--- src/include/id_macros.svh ---
`ifndef ID_MACROS_SVH
`define ID_MACROS_SVH

// data path width
`define WORD_W 32

// register address width, 32 architectural registers
`define REG_AW 5

// instruction queue entries, also the fetch credits granted after reset
`define IQ_DEPTH 4

// issue slots the execute stage can absorb
`define EX_CREDITS 2

`endif

--- src/hdl/isa_pkg.sv ---
`include "id_macros.svh"

package isa_pkg;

	// primary opcode, instruction bits 31:26
	typedef enum logic [5:0] {
		opc_special = 6'b000000,
		opc_j       = 6'b000010,
		opc_jal     = 6'b000011,
		opc_addiu   = 6'b001001,
		opc_slti    = 6'b001010,
		opc_andi    = 6'b001100,
		opc_ori     = 6'b001101,
		opc_xori    = 6'b001110,
		opc_lw      = 6'b100011
	} opcode_e;

	// function field of R-type instructions
	typedef enum logic [5:0] {
		fn_addu = 6'b100001,
		fn_subu = 6'b100011,
		fn_and  = 6'b100100,
		fn_or   = 6'b100101,
		fn_xor  = 6'b100110,
		fn_slt  = 6'b101010
	} funct_e;

	// decoded operation handed to execute
	typedef enum logic [3:0] {
		op_invalid = 4'd0,
		op_addiu,
		op_slti,
		op_lw,
		op_andi,
		op_ori,
		op_xori,
		op_j,
		op_jal,
		op_addu,
		op_subu,
		op_and,
		op_or,
		op_xor,
		op_slt
	} oper_e;

	typedef struct packed {
		opcode_e            opcode;
		logic [`REG_AW-1:0] rs;
		logic [`REG_AW-1:0] rt;
		logic [`REG_AW-1:0] rd;
		logic [4:0]         shamt;
		funct_e             funct;
	} inst_r_t;

	typedef struct packed {
		opcode_e            opcode;
		logic [`REG_AW-1:0] rs;
		logic [`REG_AW-1:0] rt;
		logic [15:0]        imm;
	} inst_i_t;

	// the jump target index is shifted left two bits by the branch unit
	typedef struct packed {
		opcode_e     opcode;
		logic [25:0] index;
	} inst_j_t;

	// one instruction word, viewed in whichever format the opcode selects
	typedef union packed {
		inst_r_t r;
		inst_i_t i;
		inst_j_t j;
	} inst_u;

endpackage

--- src/hdl/pipe_pkg.sv ---
`include "id_macros.svh"

package pipe_pkg;

	// what fetch pushes into the instruction queue
	typedef struct packed {
		logic [`WORD_W-1:0] pc;
		isa_pkg::inst_u     inst;
	} fetch_pkt_t;

	// register write request, used both for forwarding and writeback
	typedef struct packed {
		logic               we;
		logic [`REG_AW-1:0] waddr;
		logic [`WORD_W-1:0] wdata;
	} reg_wr_t;

	// memory access of a stage, a load is ce without we
	typedef struct packed {
		logic ce;
		logic we;
	} mem_req_t;

	// decoded bundle from decode to execute
	typedef struct packed {
		logic [`WORD_W-1:0] pc;
		isa_pkg::oper_e     op;
		logic [`WORD_W-1:0] op1;
		logic [`WORD_W-1:0] op2;
		logic [`WORD_W-1:0] imm;
		logic               we;
		logic [`REG_AW-1:0] waddr;
	} id_ex_t;

endpackage

--- src/hdl/inst_queue.sv ---
`timescale 1ns/1ps
`include "id_macros.svh"

module inst_queue (
	input  logic                 clk_i,
	input  logic                 arst_n_i,
	input  logic                 push_i,
	input  pipe_pkg::fetch_pkt_t pkt_i,
	input  logic                 pop_i,
	output pipe_pkg::fetch_pkt_t head_o,
	output logic                 not_empty_o,
	output logic                 credit_o
);

	localparam int PTR_W = $clog2(`IQ_DEPTH);
	localparam int CNT_W = $clog2(`IQ_DEPTH + 1);

	pipe_pkg::fetch_pkt_t mem_q [`IQ_DEPTH];
	logic [PTR_W-1:0]     wr_ptr_q;
	logic [PTR_W-1:0]     rd_ptr_q;
	logic [CNT_W-1:0]     count_q;

	always_ff @(posedge clk_i) begin
		if (push_i) begin
			mem_q[wr_ptr_q] <= pkt_i;
		end
	end

	always_ff @(posedge clk_i or negedge arst_n_i) begin
		if (!arst_n_i) begin
			wr_ptr_q <= '0;
			rd_ptr_q <= '0;
			count_q  <= '0;
			credit_o <= 1'b0;
		end else begin
			if (push_i) begin
				wr_ptr_q <= (wr_ptr_q == PTR_W'(`IQ_DEPTH - 1)) ? '0 : wr_ptr_q + 1'b1;
			end
			if (pop_i) begin
				rd_ptr_q <= (rd_ptr_q == PTR_W'(`IQ_DEPTH - 1)) ? '0 : rd_ptr_q + 1'b1;
			end
			case ({push_i, pop_i})
				2'b10:   count_q <= count_q + 1'b1;
				2'b01:   count_q <= count_q - 1'b1;
				default: count_q <= count_q;
			endcase
			// every freed slot goes back to fetch as one credit
			credit_o <= pop_i;
		end
	end

	assign head_o      = mem_q[rd_ptr_q];
	assign not_empty_o = (count_q != '0);

	// fetch only pushes with a credit in hand, so a full queue never sees a push
	assert property (@(posedge clk_i) disable iff (!arst_n_i)
		push_i |-> count_q < CNT_W'(`IQ_DEPTH))
		else $error("push into a full instruction queue");

endmodule

--- src/hdl/reg_file.sv ---
`timescale 1ns/1ps
`include "id_macros.svh"

module reg_file (
	input  logic                 clk_i,
	input  logic                 arst_n_i,
	input  logic [`REG_AW-1:0]   raddr1_i,
	input  logic [`REG_AW-1:0]   raddr2_i,
	output logic [`WORD_W-1:0]   rdata1_o,
	output logic [`WORD_W-1:0]   rdata2_o,
	input  pipe_pkg::reg_wr_t    wr_i
);

	localparam int NREG = 1 << `REG_AW;

	// $0 has no storage
	logic [`WORD_W-1:0] regs_q [1:NREG-1];

	always_ff @(posedge clk_i or negedge arst_n_i) begin
		if (!arst_n_i) begin
			for (int i = 1; i < NREG; i++) begin
				regs_q[i] <= '0;
			end
		end else if (wr_i.we && wr_i.waddr != '0) begin
			regs_q[wr_i.waddr] <= wr_i.wdata;
		end
	end

	// writeback in the same cycle wins over the stored value
	always_comb begin
		if (raddr1_i == '0) begin
			rdata1_o = '0;
		end else if (wr_i.we && wr_i.waddr == raddr1_i) begin
			rdata1_o = wr_i.wdata;
		end else begin
			rdata1_o = regs_q[raddr1_i];
		end
	end

	always_comb begin
		if (raddr2_i == '0) begin
			rdata2_o = '0;
		end else if (wr_i.we && wr_i.waddr == raddr2_i) begin
			rdata2_o = wr_i.wdata;
		end else begin
			rdata2_o = regs_q[raddr2_i];
		end
	end

endmodule

--- src/hdl/id_opcode_decode.sv ---
`timescale 1ns/1ps

module id_opcode_decode (
	input  isa_pkg::inst_u inst_i,
	output isa_pkg::oper_e op_i_o,
	output isa_pkg::oper_e op_j_o,
	output isa_pkg::oper_e op_r_o,
	output logic           read_rt_o,
	output logic           unsigned_imm_o
);

	// immediate format
	always_comb begin
		op_i_o         = isa_pkg::op_invalid;
		unsigned_imm_o = 1'b0;
		// rt is a destination for every supported I-type, stores would read it
		read_rt_o      = 1'b0;
		case (inst_i.i.opcode)
			isa_pkg::opc_addiu: op_i_o = isa_pkg::op_addiu;
			isa_pkg::opc_slti:  op_i_o = isa_pkg::op_slti;
			isa_pkg::opc_lw:    op_i_o = isa_pkg::op_lw;
			isa_pkg::opc_andi: begin
				op_i_o         = isa_pkg::op_andi;
				unsigned_imm_o = 1'b1;
			end
			isa_pkg::opc_ori: begin
				op_i_o         = isa_pkg::op_ori;
				unsigned_imm_o = 1'b1;
			end
			isa_pkg::opc_xori: begin
				op_i_o         = isa_pkg::op_xori;
				unsigned_imm_o = 1'b1;
			end
			default: op_i_o = isa_pkg::op_invalid;
		endcase
	end

	// jump format
	always_comb begin
		case (inst_i.j.opcode)
			isa_pkg::opc_j:   op_j_o = isa_pkg::op_j;
			isa_pkg::opc_jal: op_j_o = isa_pkg::op_jal;
			default:          op_j_o = isa_pkg::op_invalid;
		endcase
	end

	// register format, opcode zero and the operation in funct
	always_comb begin
		op_r_o = isa_pkg::op_invalid;
		if (inst_i.r.opcode == isa_pkg::opc_special) begin
			case (inst_i.r.funct)
				isa_pkg::fn_addu: op_r_o = isa_pkg::op_addu;
				isa_pkg::fn_subu: op_r_o = isa_pkg::op_subu;
				isa_pkg::fn_and:  op_r_o = isa_pkg::op_and;
				isa_pkg::fn_or:   op_r_o = isa_pkg::op_or;
				isa_pkg::fn_xor:  op_r_o = isa_pkg::op_xor;
				isa_pkg::fn_slt:  op_r_o = isa_pkg::op_slt;
				default:          op_r_o = isa_pkg::op_invalid;
			endcase
		end
	end

endmodule

--- src/hdl/cpu_id.sv ---
`timescale 1ns/1ps
`include "id_macros.svh"

module cpu_id (
	input  pipe_pkg::fetch_pkt_t head_i,
	input  logic                 head_valid_i,
	input  logic [`WORD_W-1:0]   reg1_i,
	input  logic [`WORD_W-1:0]   reg2_i,
	input  pipe_pkg::reg_wr_t    ex_wr_i,
	input  pipe_pkg::reg_wr_t    mem_wr_i,
	input  pipe_pkg::mem_req_t   ex_mem_req_i,
	output logic [`REG_AW-1:0]   raddr1_o,
	output logic [`REG_AW-1:0]   raddr2_o,
	output pipe_pkg::id_ex_t     dec_o,
	output logic                 stall_o
);

	isa_pkg::inst_u     inst;
	isa_pkg::oper_e     op_i;
	isa_pkg::oper_e     op_j;
	isa_pkg::oper_e     op_r;
	logic               read_rt;
	logic               unsigned_imm;
	logic [`WORD_W-1:0] imm_zext;
	logic [`WORD_W-1:0] imm_sext;
	logic               ex_load;

	// newest producer first: execute, then memory, then the register file
	function automatic logic [`WORD_W-1:0] forward(
		input logic [`REG_AW-1:0] addr,
		input logic [`WORD_W-1:0] rf_data,
		input pipe_pkg::reg_wr_t  ex_wr,
		input pipe_pkg::reg_wr_t  mem_wr
	);
		if (addr == '0) begin
			return '0;
		end else if (ex_wr.we && ex_wr.waddr == addr) begin
			return ex_wr.wdata;
		end else if (mem_wr.we && mem_wr.waddr == addr) begin
			return mem_wr.wdata;
		end
		return rf_data;
	endfunction

	assign inst     = head_i.inst;
	assign imm_zext = {{(`WORD_W - 16){1'b0}}, inst.i.imm};
	assign imm_sext = {{(`WORD_W - 16){inst.i.imm[15]}}, inst.i.imm};

	id_opcode_decode u_opcode_decode (
		.inst_i         (inst),
		.op_i_o         (op_i),
		.op_j_o         (op_j),
		.op_r_o         (op_r),
		.read_rt_o      (read_rt),
		.unsigned_imm_o (unsigned_imm)
	);

	always_comb begin
		dec_o.pc = head_i.pc;
		if (op_i != isa_pkg::op_invalid) begin
			dec_o.op    = op_i;
			raddr1_o    = inst.i.rs;
			raddr2_o    = read_rt ? inst.i.rt : '0;
			dec_o.imm   = unsigned_imm ? imm_zext : imm_sext;
			dec_o.we    = 1'b1;
			dec_o.waddr = inst.i.rt;
		end else if (op_j != isa_pkg::op_invalid) begin
			dec_o.op    = op_j;
			raddr1_o    = '0;
			raddr2_o    = '0;
			dec_o.imm   = '0;
			// JAL links into $31, plain J writes nothing
			dec_o.we    = (op_j == isa_pkg::op_jal);
			dec_o.waddr = '1;
		end else if (op_r != isa_pkg::op_invalid) begin
			dec_o.op    = op_r;
			raddr1_o    = inst.r.rs;
			raddr2_o    = inst.r.rt;
			dec_o.imm   = '0;
			dec_o.we    = 1'b1;
			dec_o.waddr = inst.r.rd;
		end else begin
			dec_o.op    = isa_pkg::op_invalid;
			raddr1_o    = '0;
			raddr2_o    = '0;
			dec_o.imm   = '0;
			dec_o.we    = 1'b0;
			dec_o.waddr = '0;
		end
		dec_o.op1 = forward(raddr1_o, reg1_i, ex_wr_i, mem_wr_i);
		dec_o.op2 = forward(raddr2_o, reg2_i, ex_wr_i, mem_wr_i);
	end

	// load result is not ready until memory, so a dependent head must wait
	assign ex_load = ex_mem_req_i.ce && !ex_mem_req_i.we;
	assign stall_o = head_valid_i && ex_load &&
		((raddr1_o != '0 && ex_wr_i.waddr == raddr1_o) ||
		 (raddr2_o != '0 && ex_wr_i.waddr == raddr2_o));

endmodule

--- src/hdl/id_issue_port.sv ---
`timescale 1ns/1ps
`include "id_macros.svh"

module id_issue_port (
	input  logic             clk_i,
	input  logic             arst_n_i,
	input  pipe_pkg::id_ex_t dec_i,
	input  logic             ready_i,
	input  logic             stall_i,
	input  logic             credit_i,
	output logic             pop_o,
	output logic             ex_valid_o,
	output pipe_pkg::id_ex_t ex_pkt_o
);

	localparam int CRED_W = $clog2(`EX_CREDITS + 1);

	logic [CRED_W-1:0] credit_q;

	// take the head only when execute has room for it
	assign pop_o = ready_i && !stall_i && (credit_q != '0);

	always_ff @(posedge clk_i or negedge arst_n_i) begin
		if (!arst_n_i) begin
			credit_q   <= CRED_W'(`EX_CREDITS);
			ex_valid_o <= 1'b0;
		end else begin
			ex_valid_o <= pop_o;
			case ({pop_o, credit_i})
				2'b10:   credit_q <= credit_q - 1'b1;
				2'b01:   credit_q <= credit_q + 1'b1;
				default: credit_q <= credit_q;
			endcase
		end
	end

	always_ff @(posedge clk_i) begin
		if (pop_o) begin
			ex_pkt_o <= dec_i;
		end
	end

	// execute returns no more credits than it was handed
	assert property (@(posedge clk_i) disable iff (!arst_n_i)
		credit_q <= CRED_W'(`EX_CREDITS))
		else $error("execute credit count above %0d", `EX_CREDITS);

endmodule

--- src/hdl/id_stage_top.sv ---
`timescale 1ns/1ps
`include "id_macros.svh"

module id_stage_top (
	input  logic                 clk_i,
	input  logic                 arst_n_i,
	input  logic                 fetch_valid_i,
	input  pipe_pkg::fetch_pkt_t fetch_pkt_i,
	output logic                 fetch_credit_o,
	input  pipe_pkg::reg_wr_t    ex_wr_i,
	input  pipe_pkg::reg_wr_t    mem_wr_i,
	input  pipe_pkg::reg_wr_t    wb_wr_i,
	input  pipe_pkg::mem_req_t   ex_mem_req_i,
	output logic                 ex_valid_o,
	output pipe_pkg::id_ex_t     ex_pkt_o,
	input  logic                 ex_credit_i
);

	pipe_pkg::fetch_pkt_t head;
	logic                 head_valid;
	logic                 pop;
	logic                 stall;
	logic [`REG_AW-1:0]   raddr1;
	logic [`REG_AW-1:0]   raddr2;
	logic [`WORD_W-1:0]   rdata1;
	logic [`WORD_W-1:0]   rdata2;
	pipe_pkg::id_ex_t     dec;

	inst_queue u_inst_queue (
		.clk_i       (clk_i),
		.arst_n_i    (arst_n_i),
		.push_i      (fetch_valid_i),
		.pkt_i       (fetch_pkt_i),
		.pop_i       (pop),
		.head_o      (head),
		.not_empty_o (head_valid),
		.credit_o    (fetch_credit_o)
	);

	// writeback port also feeds the bypass inside the register file
	reg_file u_reg_file (
		.clk_i    (clk_i),
		.arst_n_i (arst_n_i),
		.raddr1_i (raddr1),
		.raddr2_i (raddr2),
		.rdata1_o (rdata1),
		.rdata2_o (rdata2),
		.wr_i     (wb_wr_i)
	);

	cpu_id u_cpu_id (
		.head_i       (head),
		.head_valid_i (head_valid),
		.reg1_i       (rdata1),
		.reg2_i       (rdata2),
		.ex_wr_i      (ex_wr_i),
		.mem_wr_i     (mem_wr_i),
		.ex_mem_req_i (ex_mem_req_i),
		.raddr1_o     (raddr1),
		.raddr2_o     (raddr2),
		.dec_o        (dec),
		.stall_o      (stall)
	);

	id_issue_port u_issue_port (
		.clk_i      (clk_i),
		.arst_n_i   (arst_n_i),
		.dec_i      (dec),
		.ready_i    (head_valid),
		.stall_i    (stall),
		.credit_i   (ex_credit_i),
		.pop_o      (pop),
		.ex_valid_o (ex_valid_o),
		.ex_pkt_o   (ex_pkt_o)
	);

endmodule

--- config.mk ---
export PLATFORM = sky130hd
export DESIGN_NAME = id_stage_top
export DESIGN_NICKNAME = d
export VERILOG_FILES = /design/src/hdl/isa_pkg.sv /design/src/hdl/pipe_pkg.sv /design/src/hdl/inst_queue.sv /design/src/hdl/reg_file.sv /design/src/hdl/id_opcode_decode.sv /design/src/hdl/cpu_id.sv /design/src/hdl/id_issue_port.sv /design/src/hdl/id_stage_top.sv
export VERILOG_INCLUDE_DIRS = /design/src /design/src/include
export SDC_FILE = /design/constraint.sdc
export NUM_CORES = 2
export LEC_CHECK = 0
export ABC_AREA = 0
export BUFFER_PORTS_ARGS = -buffer_cell sky130_fd_sc_hd__buf_2
export CORE_ASPECT_RATIO = 0.6
export CORE_MARGIN = 4
export CORE_UTILIZATION = 60
export CTS_CLUSTER_DIAMETER = 30
export DETAILED_ROUTE_END_ITERATION = 6
export PLACE_DENSITY = 0.78
export SLEW_MARGIN = 20
export SYNTH_ARGS = -nofsm -noshare
export SYNTH_HDL_FRONTEND = slang
export SYNTH_HIERARCHICAL = 1
export SYNTH_SLANG_ARGS = --single-unit
--- constraint.sdc ---
create_clock -name clk_i -period 23.3 [get_ports clk_i]
set_input_delay 2.33 -clock clk_i [delete_from_list [all_inputs] [get_ports clk_i]]
set_output_delay 2.33 -clock clk_i [all_outputs]
set_load 0.1 [all_outputs]
; Word level (Yosys, flattened, before mapping)
; Memory sizes are Yosys's and may differ from the RTL's.
; Cells that the tools add are included.
[totals]
regBits = 1140
ram_bits = 256
out_inout_bits = 140
word_cells = 167
n_memories = 1
[mem_list]
columns = name, words, width, read_ports, rd_clocked_by_memory_dff, write_ports, line
row1 = u_inst_queue.mem_q, 4, 64, 1, 0, 1, inst_queue.sv:18  ; pipe_pkg::fetch_pkt_t mem_q [`IQ_DEPTH];
[classes]
add_sub_neg = 6
magnitude_cmp = 4
n_eq_ne = 27
mux = 51
bitwise_logic = 3
n_reduce_logical = 32
[ops]
columns = operator, count
row1 = $bwmux W992, 1
row2 = $mux W32, 18
row3 = $bmux W32 S5, 2
row4 = $demux W32 S5, 1
row5 = $mux W38, 2
row6 = $eq A6 B6 Y1 const B, 7
row7 = $eq A5 B5 Y1, 6
row8 = $eq A6 B4 Y1 const B, 5
row9 = $mux W5, 6
row10 = $pmux W4 S6, 1
row11 = $ge A6 B6 Y1 const B, 3
row12 = $not A5 Y6, 3
row13 = $pmux W3 S6, 1
row14 = $mux W4, 4
row15 = $logic_and A1 B1 Y1, 15
row16 = $reduce_bool A5 Y1, 3
row17 = $eq A6 B2 Y1 const B, 2
row18 = $reduce_bool A4 Y1, 3
row19 = $logic_not A5 Y1, 2
row20 = $mux W1, 9
row21 = $eq A2 B2 Y1 const B, 4
row22 = $pmux W4 S2, 1
row23 = $add A2 B1 Y2 const B, 3
row24 = $logic_not A6 Y1, 1
row25 = other kinds (15), 20

; Longest topological paths before layout
; An unclocked memory read counts as a cell.
[depth]
depth_word = 17
ltp_mapped = 24

; Modules after synthesis
; Netlist, hierarchy kept.
[by_module_without_submodules]
columns = module, instances, cells_per_inst, area_each_um2, seq_area_each_um2
row1 = reg_file, 1, 3679, 53916.7, 24823.8
row2 = inst_queue, 1, 373, 9668.0, 7887.6
row3 = id_issue_port, 1, 149, 4277.9, 4220.3
row4 = cpu_id, 1, 413, 2967.8, 0.0
row5 = id_opcode_decode, 1, 39, 250.2, 0.0

; Worst setup path after synthesis
; OpenSTA, ideal clock, no wires.
[synth_timing]
path_kind = register to register
start = reg u_inst_queue.rd_ptr_q[0]
end = reg u_inst_queue.count_q[2]
arrival_time_ns = 8.043
path_slack_ns = 15.178
path_stages_with_launch = 24
n_path_buf = 4
period_less_slack_ns = 8.122
cell_sequence = dfrtp_1 buf_6 buf_6 mux4_2 nor2_1 nand2_1 nor3b_1 buf_4 nor4_2 a31oi_1 o21ai_0 a22oi_1 clkbuf_1 nor2_1 o21a_1 inv_1 o211ai_1 inv_1 ha_1 inv_1 fa_1 xor2_1 nor2_1 xor2_1
[synth_lines]
columns = element, line
row1 = "start, declared", inst_queue.sv:20  ; logic [PTR_W-1:0] rd_ptr_q;
row2 = "start signal, assigned", inst_queue.sv:40  ; rd_ptr_q <= (rd_ptr_q == PTR_W'(`IQ_DEPTH - 1)) ? '0 : rd_ptr_q + 1'b1;
row3 = "end signal, assigned", inst_queue.sv:43  ; 2'b10: count_q <= count_q + 1'b1;
row4 = "end signal, assigned", inst_queue.sv:44  ; 2'b01: count_q <= count_q - 1'b1;
row5 = "end signal, assigned", inst_queue.sv:45  ; default: count_q <= count_q;
row6 = "end, declared", inst_queue.sv:21  ; logic [CNT_W-1:0] count_q;

==> flow_summary.ini <==
[critical_path]
r2r-end = u_issue_port/ex_pkt_o[78]
r2r-start = u_inst_queue/rd_ptr_q[0]
ff2ff_setup_slack_ns = 13.70
cp.arrival_ns = 10.09
crit_fanout = 103
critPathRequiredTime_ns = 23.78
worst_setup_path_start_kind = flip-flop
path_class = flip-flop to flip-flop
rr_worst_depth = 17
crit_path_end_kind = flip-flop

[grt]
top_usage_layer = met1
grt_overflow = 0
grt.total_usage_pct = 35.5
antenna_found_initial = 21
grt_pass1_vias = 46376
use_met2_pct = 47.4
met3_usage_pct = 18.6
grt_first_pass_wirelength_mm = 323
grt_use_met1_pct = 50.5
grt_max_degree = 169

[drt]
drc = 0
vias = 46913
wl_per_cell_um = 33.7
dr.pass1.iters = 6
viasPerCell = 7.18
drt_iter0_markers = 6749
ant_nets = 0
routed_wl_mm = 220

[yosys]
syn_inst = 4653
ys_ff_latch = 1397
synth_area_leaders = dfrtp_1, mux2_2, edfxtp_1
synth_edf_count = 394
syn_avg_cell_area_um2 = 15.3
async_flop_share_pct = 71.8
synthTopCellsByCount = mux2_2, dfrtp_1, mux4_2
netlist_area_um2 = 71100
synth_area_leader_cell = dfrtp_1
yosysMostFrequentCell = mux2_2
ys.flop_type = dfrtp_1
yosysSeqAreaShare_pct = 52.0
netlist.area_leader.share_pct = 35.3
synth_warnings = 6
ys_types = 82

[clock_network]
h-tree-depth = 4
post_cts_buffers = 0
cts_tree = yes
ctsResizeCount = 0
ctsHoldBuffers = 0
clk_latency_ns = 0.81
cts.sinks = 1397
numCtsBuffers = 187
clock_path_buffers = 3
clock-root-buffer = clkbuf_16
clk_pin_slew_ns = 0.06

[floorplanning]
num_rows = 97
initial_core_util_pct = 60.7
die_area_um2 = 124000
boundaryPins = 324
die_y_um = 275
dieWidth_um = 452
core-area_um2 = 117000

[place]
placedCellCount = 6165
dp.final_hpwl_mm = 132
gp_congestion = 0.891
portBuffers = 323

[timing]
report.final.slew_viol_count = 0
max_freq_mhz = 104
period_needed_ns = 9.60
setup_viol = 0
worstMarginPinSlew_ns = 1.33
hold_viol = 0
fin_skew_ns = 0.0315
relSlewSlack_pct = 11.0
setup-tns-final_ns = 0
min_period_over_period_pct = 41.2
rsz0062_at_grt = false

[power_and_ir_drop]
pwr-share-clk_pct = 26.4
switchingPower_uw = 4670
comb_power_share_pct = 42.6
ir_worst_vdd_v = 0.000194
sw_frac_of_total_pct = 41.2
total_power_uw = 11300
p_leak_uw = 0.0326
power_frac_seq_pct = 31.0
power_density_nw_per_um2 = 142
p_int_uw = 6670

[cells_and_area]
fin_util_pct = 68.4
fin_nets = 4962
fill_cells = 7682
drive_gt1_share_pct = 50.1
syn_to_final_growth_pct = 12.6
layout.cells.non_filler = 6531

[worst_hold_path]
min_from = u_inst_queue/count_q[2]
whs_path_depth = 1
holdPathEnd = u_inst_queue/count_q[2]
hp-class = flip-flop to flip-flop

[run_status]
status = finished clean

[run]
maxCapViolCount = 0
cells by family after synthesis:
kind of cell | after synthesis | share of synthesized area (%)
XOR/XNOR | 21 | 0.259
other | 1 | 0.00528
flip-flops | 1397 | 52.0
AO/OA/AOI/OAI | 520 | 5.57
adder cells (fa/ha/maj) | 8 | 0.151
AND/OR/NAND/NOR | 446 | 3.18
multiplexers | 1728 | 35.0
buffers and inverters | 532 | 3.91
critical path, cell delays in order (launching register included):
cell	delay (ns)
dfrtp_4	0.85
buf_4	0.71
mux4_2	0.66
nor4b_1	0.38
nand3_1	0.20
nor3_1	0.25
or4_1	0.46
a21o_1	0.51
and2_4	0.24
buf_12	0.58
buf_4	0.68
buf_4	0.82
buf_4	0.63
mux4_2	0.57
o211ai_1	0.62
a31oi_1	0.44
mux2i_1	0.33
a211oi_2	0.12
power by group through the flow:
| stage | clock, uW | combinational [uW] | sequential, uW |
|---|---|---|---|
| 6_report | 2990 | 4840 | 3510 |
| 2_1_floorplan | 0 | 2740 | 4280 |
| 3_5_place_dp | 0 | 4670 | 3530 |
| 3_3_place_gp | 0 | 4610 | 3500 |
| 4_1_cts | 3020 | 4700 | 3500 |
| 5_1_grt | 3140 | 5010 | 3560 |
sequential cells by signal (all words and copies together), names as in the netlist:
name and cells:
u_inst_queue/count_q 3, u_inst_queue/credit_o 1, u_inst_queue/mem_q 256, u_inst_queue/rd_ptr_q 2, u_inst_queue/wr_ptr_q 2, u_issue_port/credit_q 2, u_issue_port/ex_pkt_o 138, u_issue_port/ex_valid_o 1
u_reg_file/regs_q 992
final cells by class:
class                      instances  area (um^2)  area share (%)
antenna                           15         37.5          0.0469
clock buffer                     225         5130            6.41
clock inverter                   126         1470            1.84
inverter                          24         95.1           0.119
multi-input combinational       2725        31800            39.7
sequential                      1397        36900            46.1
tap                             1584         1980            2.48
timing repair buffer             435         2580            3.23
routing by layer:
metal / wire length, um / up-vias
met5: 21 / -
met4: 6280 / 4
met3: 37300 / 469
met2: 90700 / 3384
met1: 85600 / 24585
li1: - / 18471
how the worst max path moves through the flow:
stage / slack, ns / start / cells after the start / endpoint
2_1_floorplan: 15.18 / u_inst_queue/rd_ptr_q[0] / 23 / u_inst_queue/count_q[2]
3_3_place_gp: 14.08 / u_inst_queue/rd_ptr_q[0] / 16 / u_issue_port/ex_pkt_o[78]
3_5_place_dp: 13.96 / u_inst_queue/rd_ptr_q[0] / 17 / u_issue_port/ex_pkt_o[90]
4_1_cts: 13.80 / u_inst_queue/rd_ptr_q[0] / 17 / u_issue_port/ex_pkt_o[78]
5_1_grt: 12.99 / u_inst_queue/rd_ptr_q[0] / 18 / u_issue_port/ex_pkt_o[76]
6_report: 13.70 / u_inst_queue/rd_ptr_q[0] / 17 / u_issue_port/ex_pkt_o[78]
cells in the final DEF (no fill, tap or decap), types with 28 or more instances in the layout:
cell and instances:
a211oi_1 33, nor2_1 68, o22ai_1 51, and2_1 28
buf_4 102, mux4_2 494, a221oi_1 31, a221o_1 31
nand2_1 74, o31ai_1 32, o21ai_0 46, mux2_2 1075
inv_6 36, mux2i_1 146, a211oi_2 30, buf_2 322
nand3_1 52, a22oi_1 61, a21oi_1 66, nor3_1 67
dfrtp_1 1000, edfxtp_1 394, clkbuf_16 194
through the flow:
step	instance area [um^2]	hold slack (ns)	setup slack, ns
after detailed placement	73300	0.452	13.96
final	80100	0.496	13.70
after CTS	80000	0.495	13.80
after floorplan	71100	0.434	15.18
after global routing	80000	0.521	12.99
after global placement	73300	0.451	14.08
(Power assumes the default switching activity.)
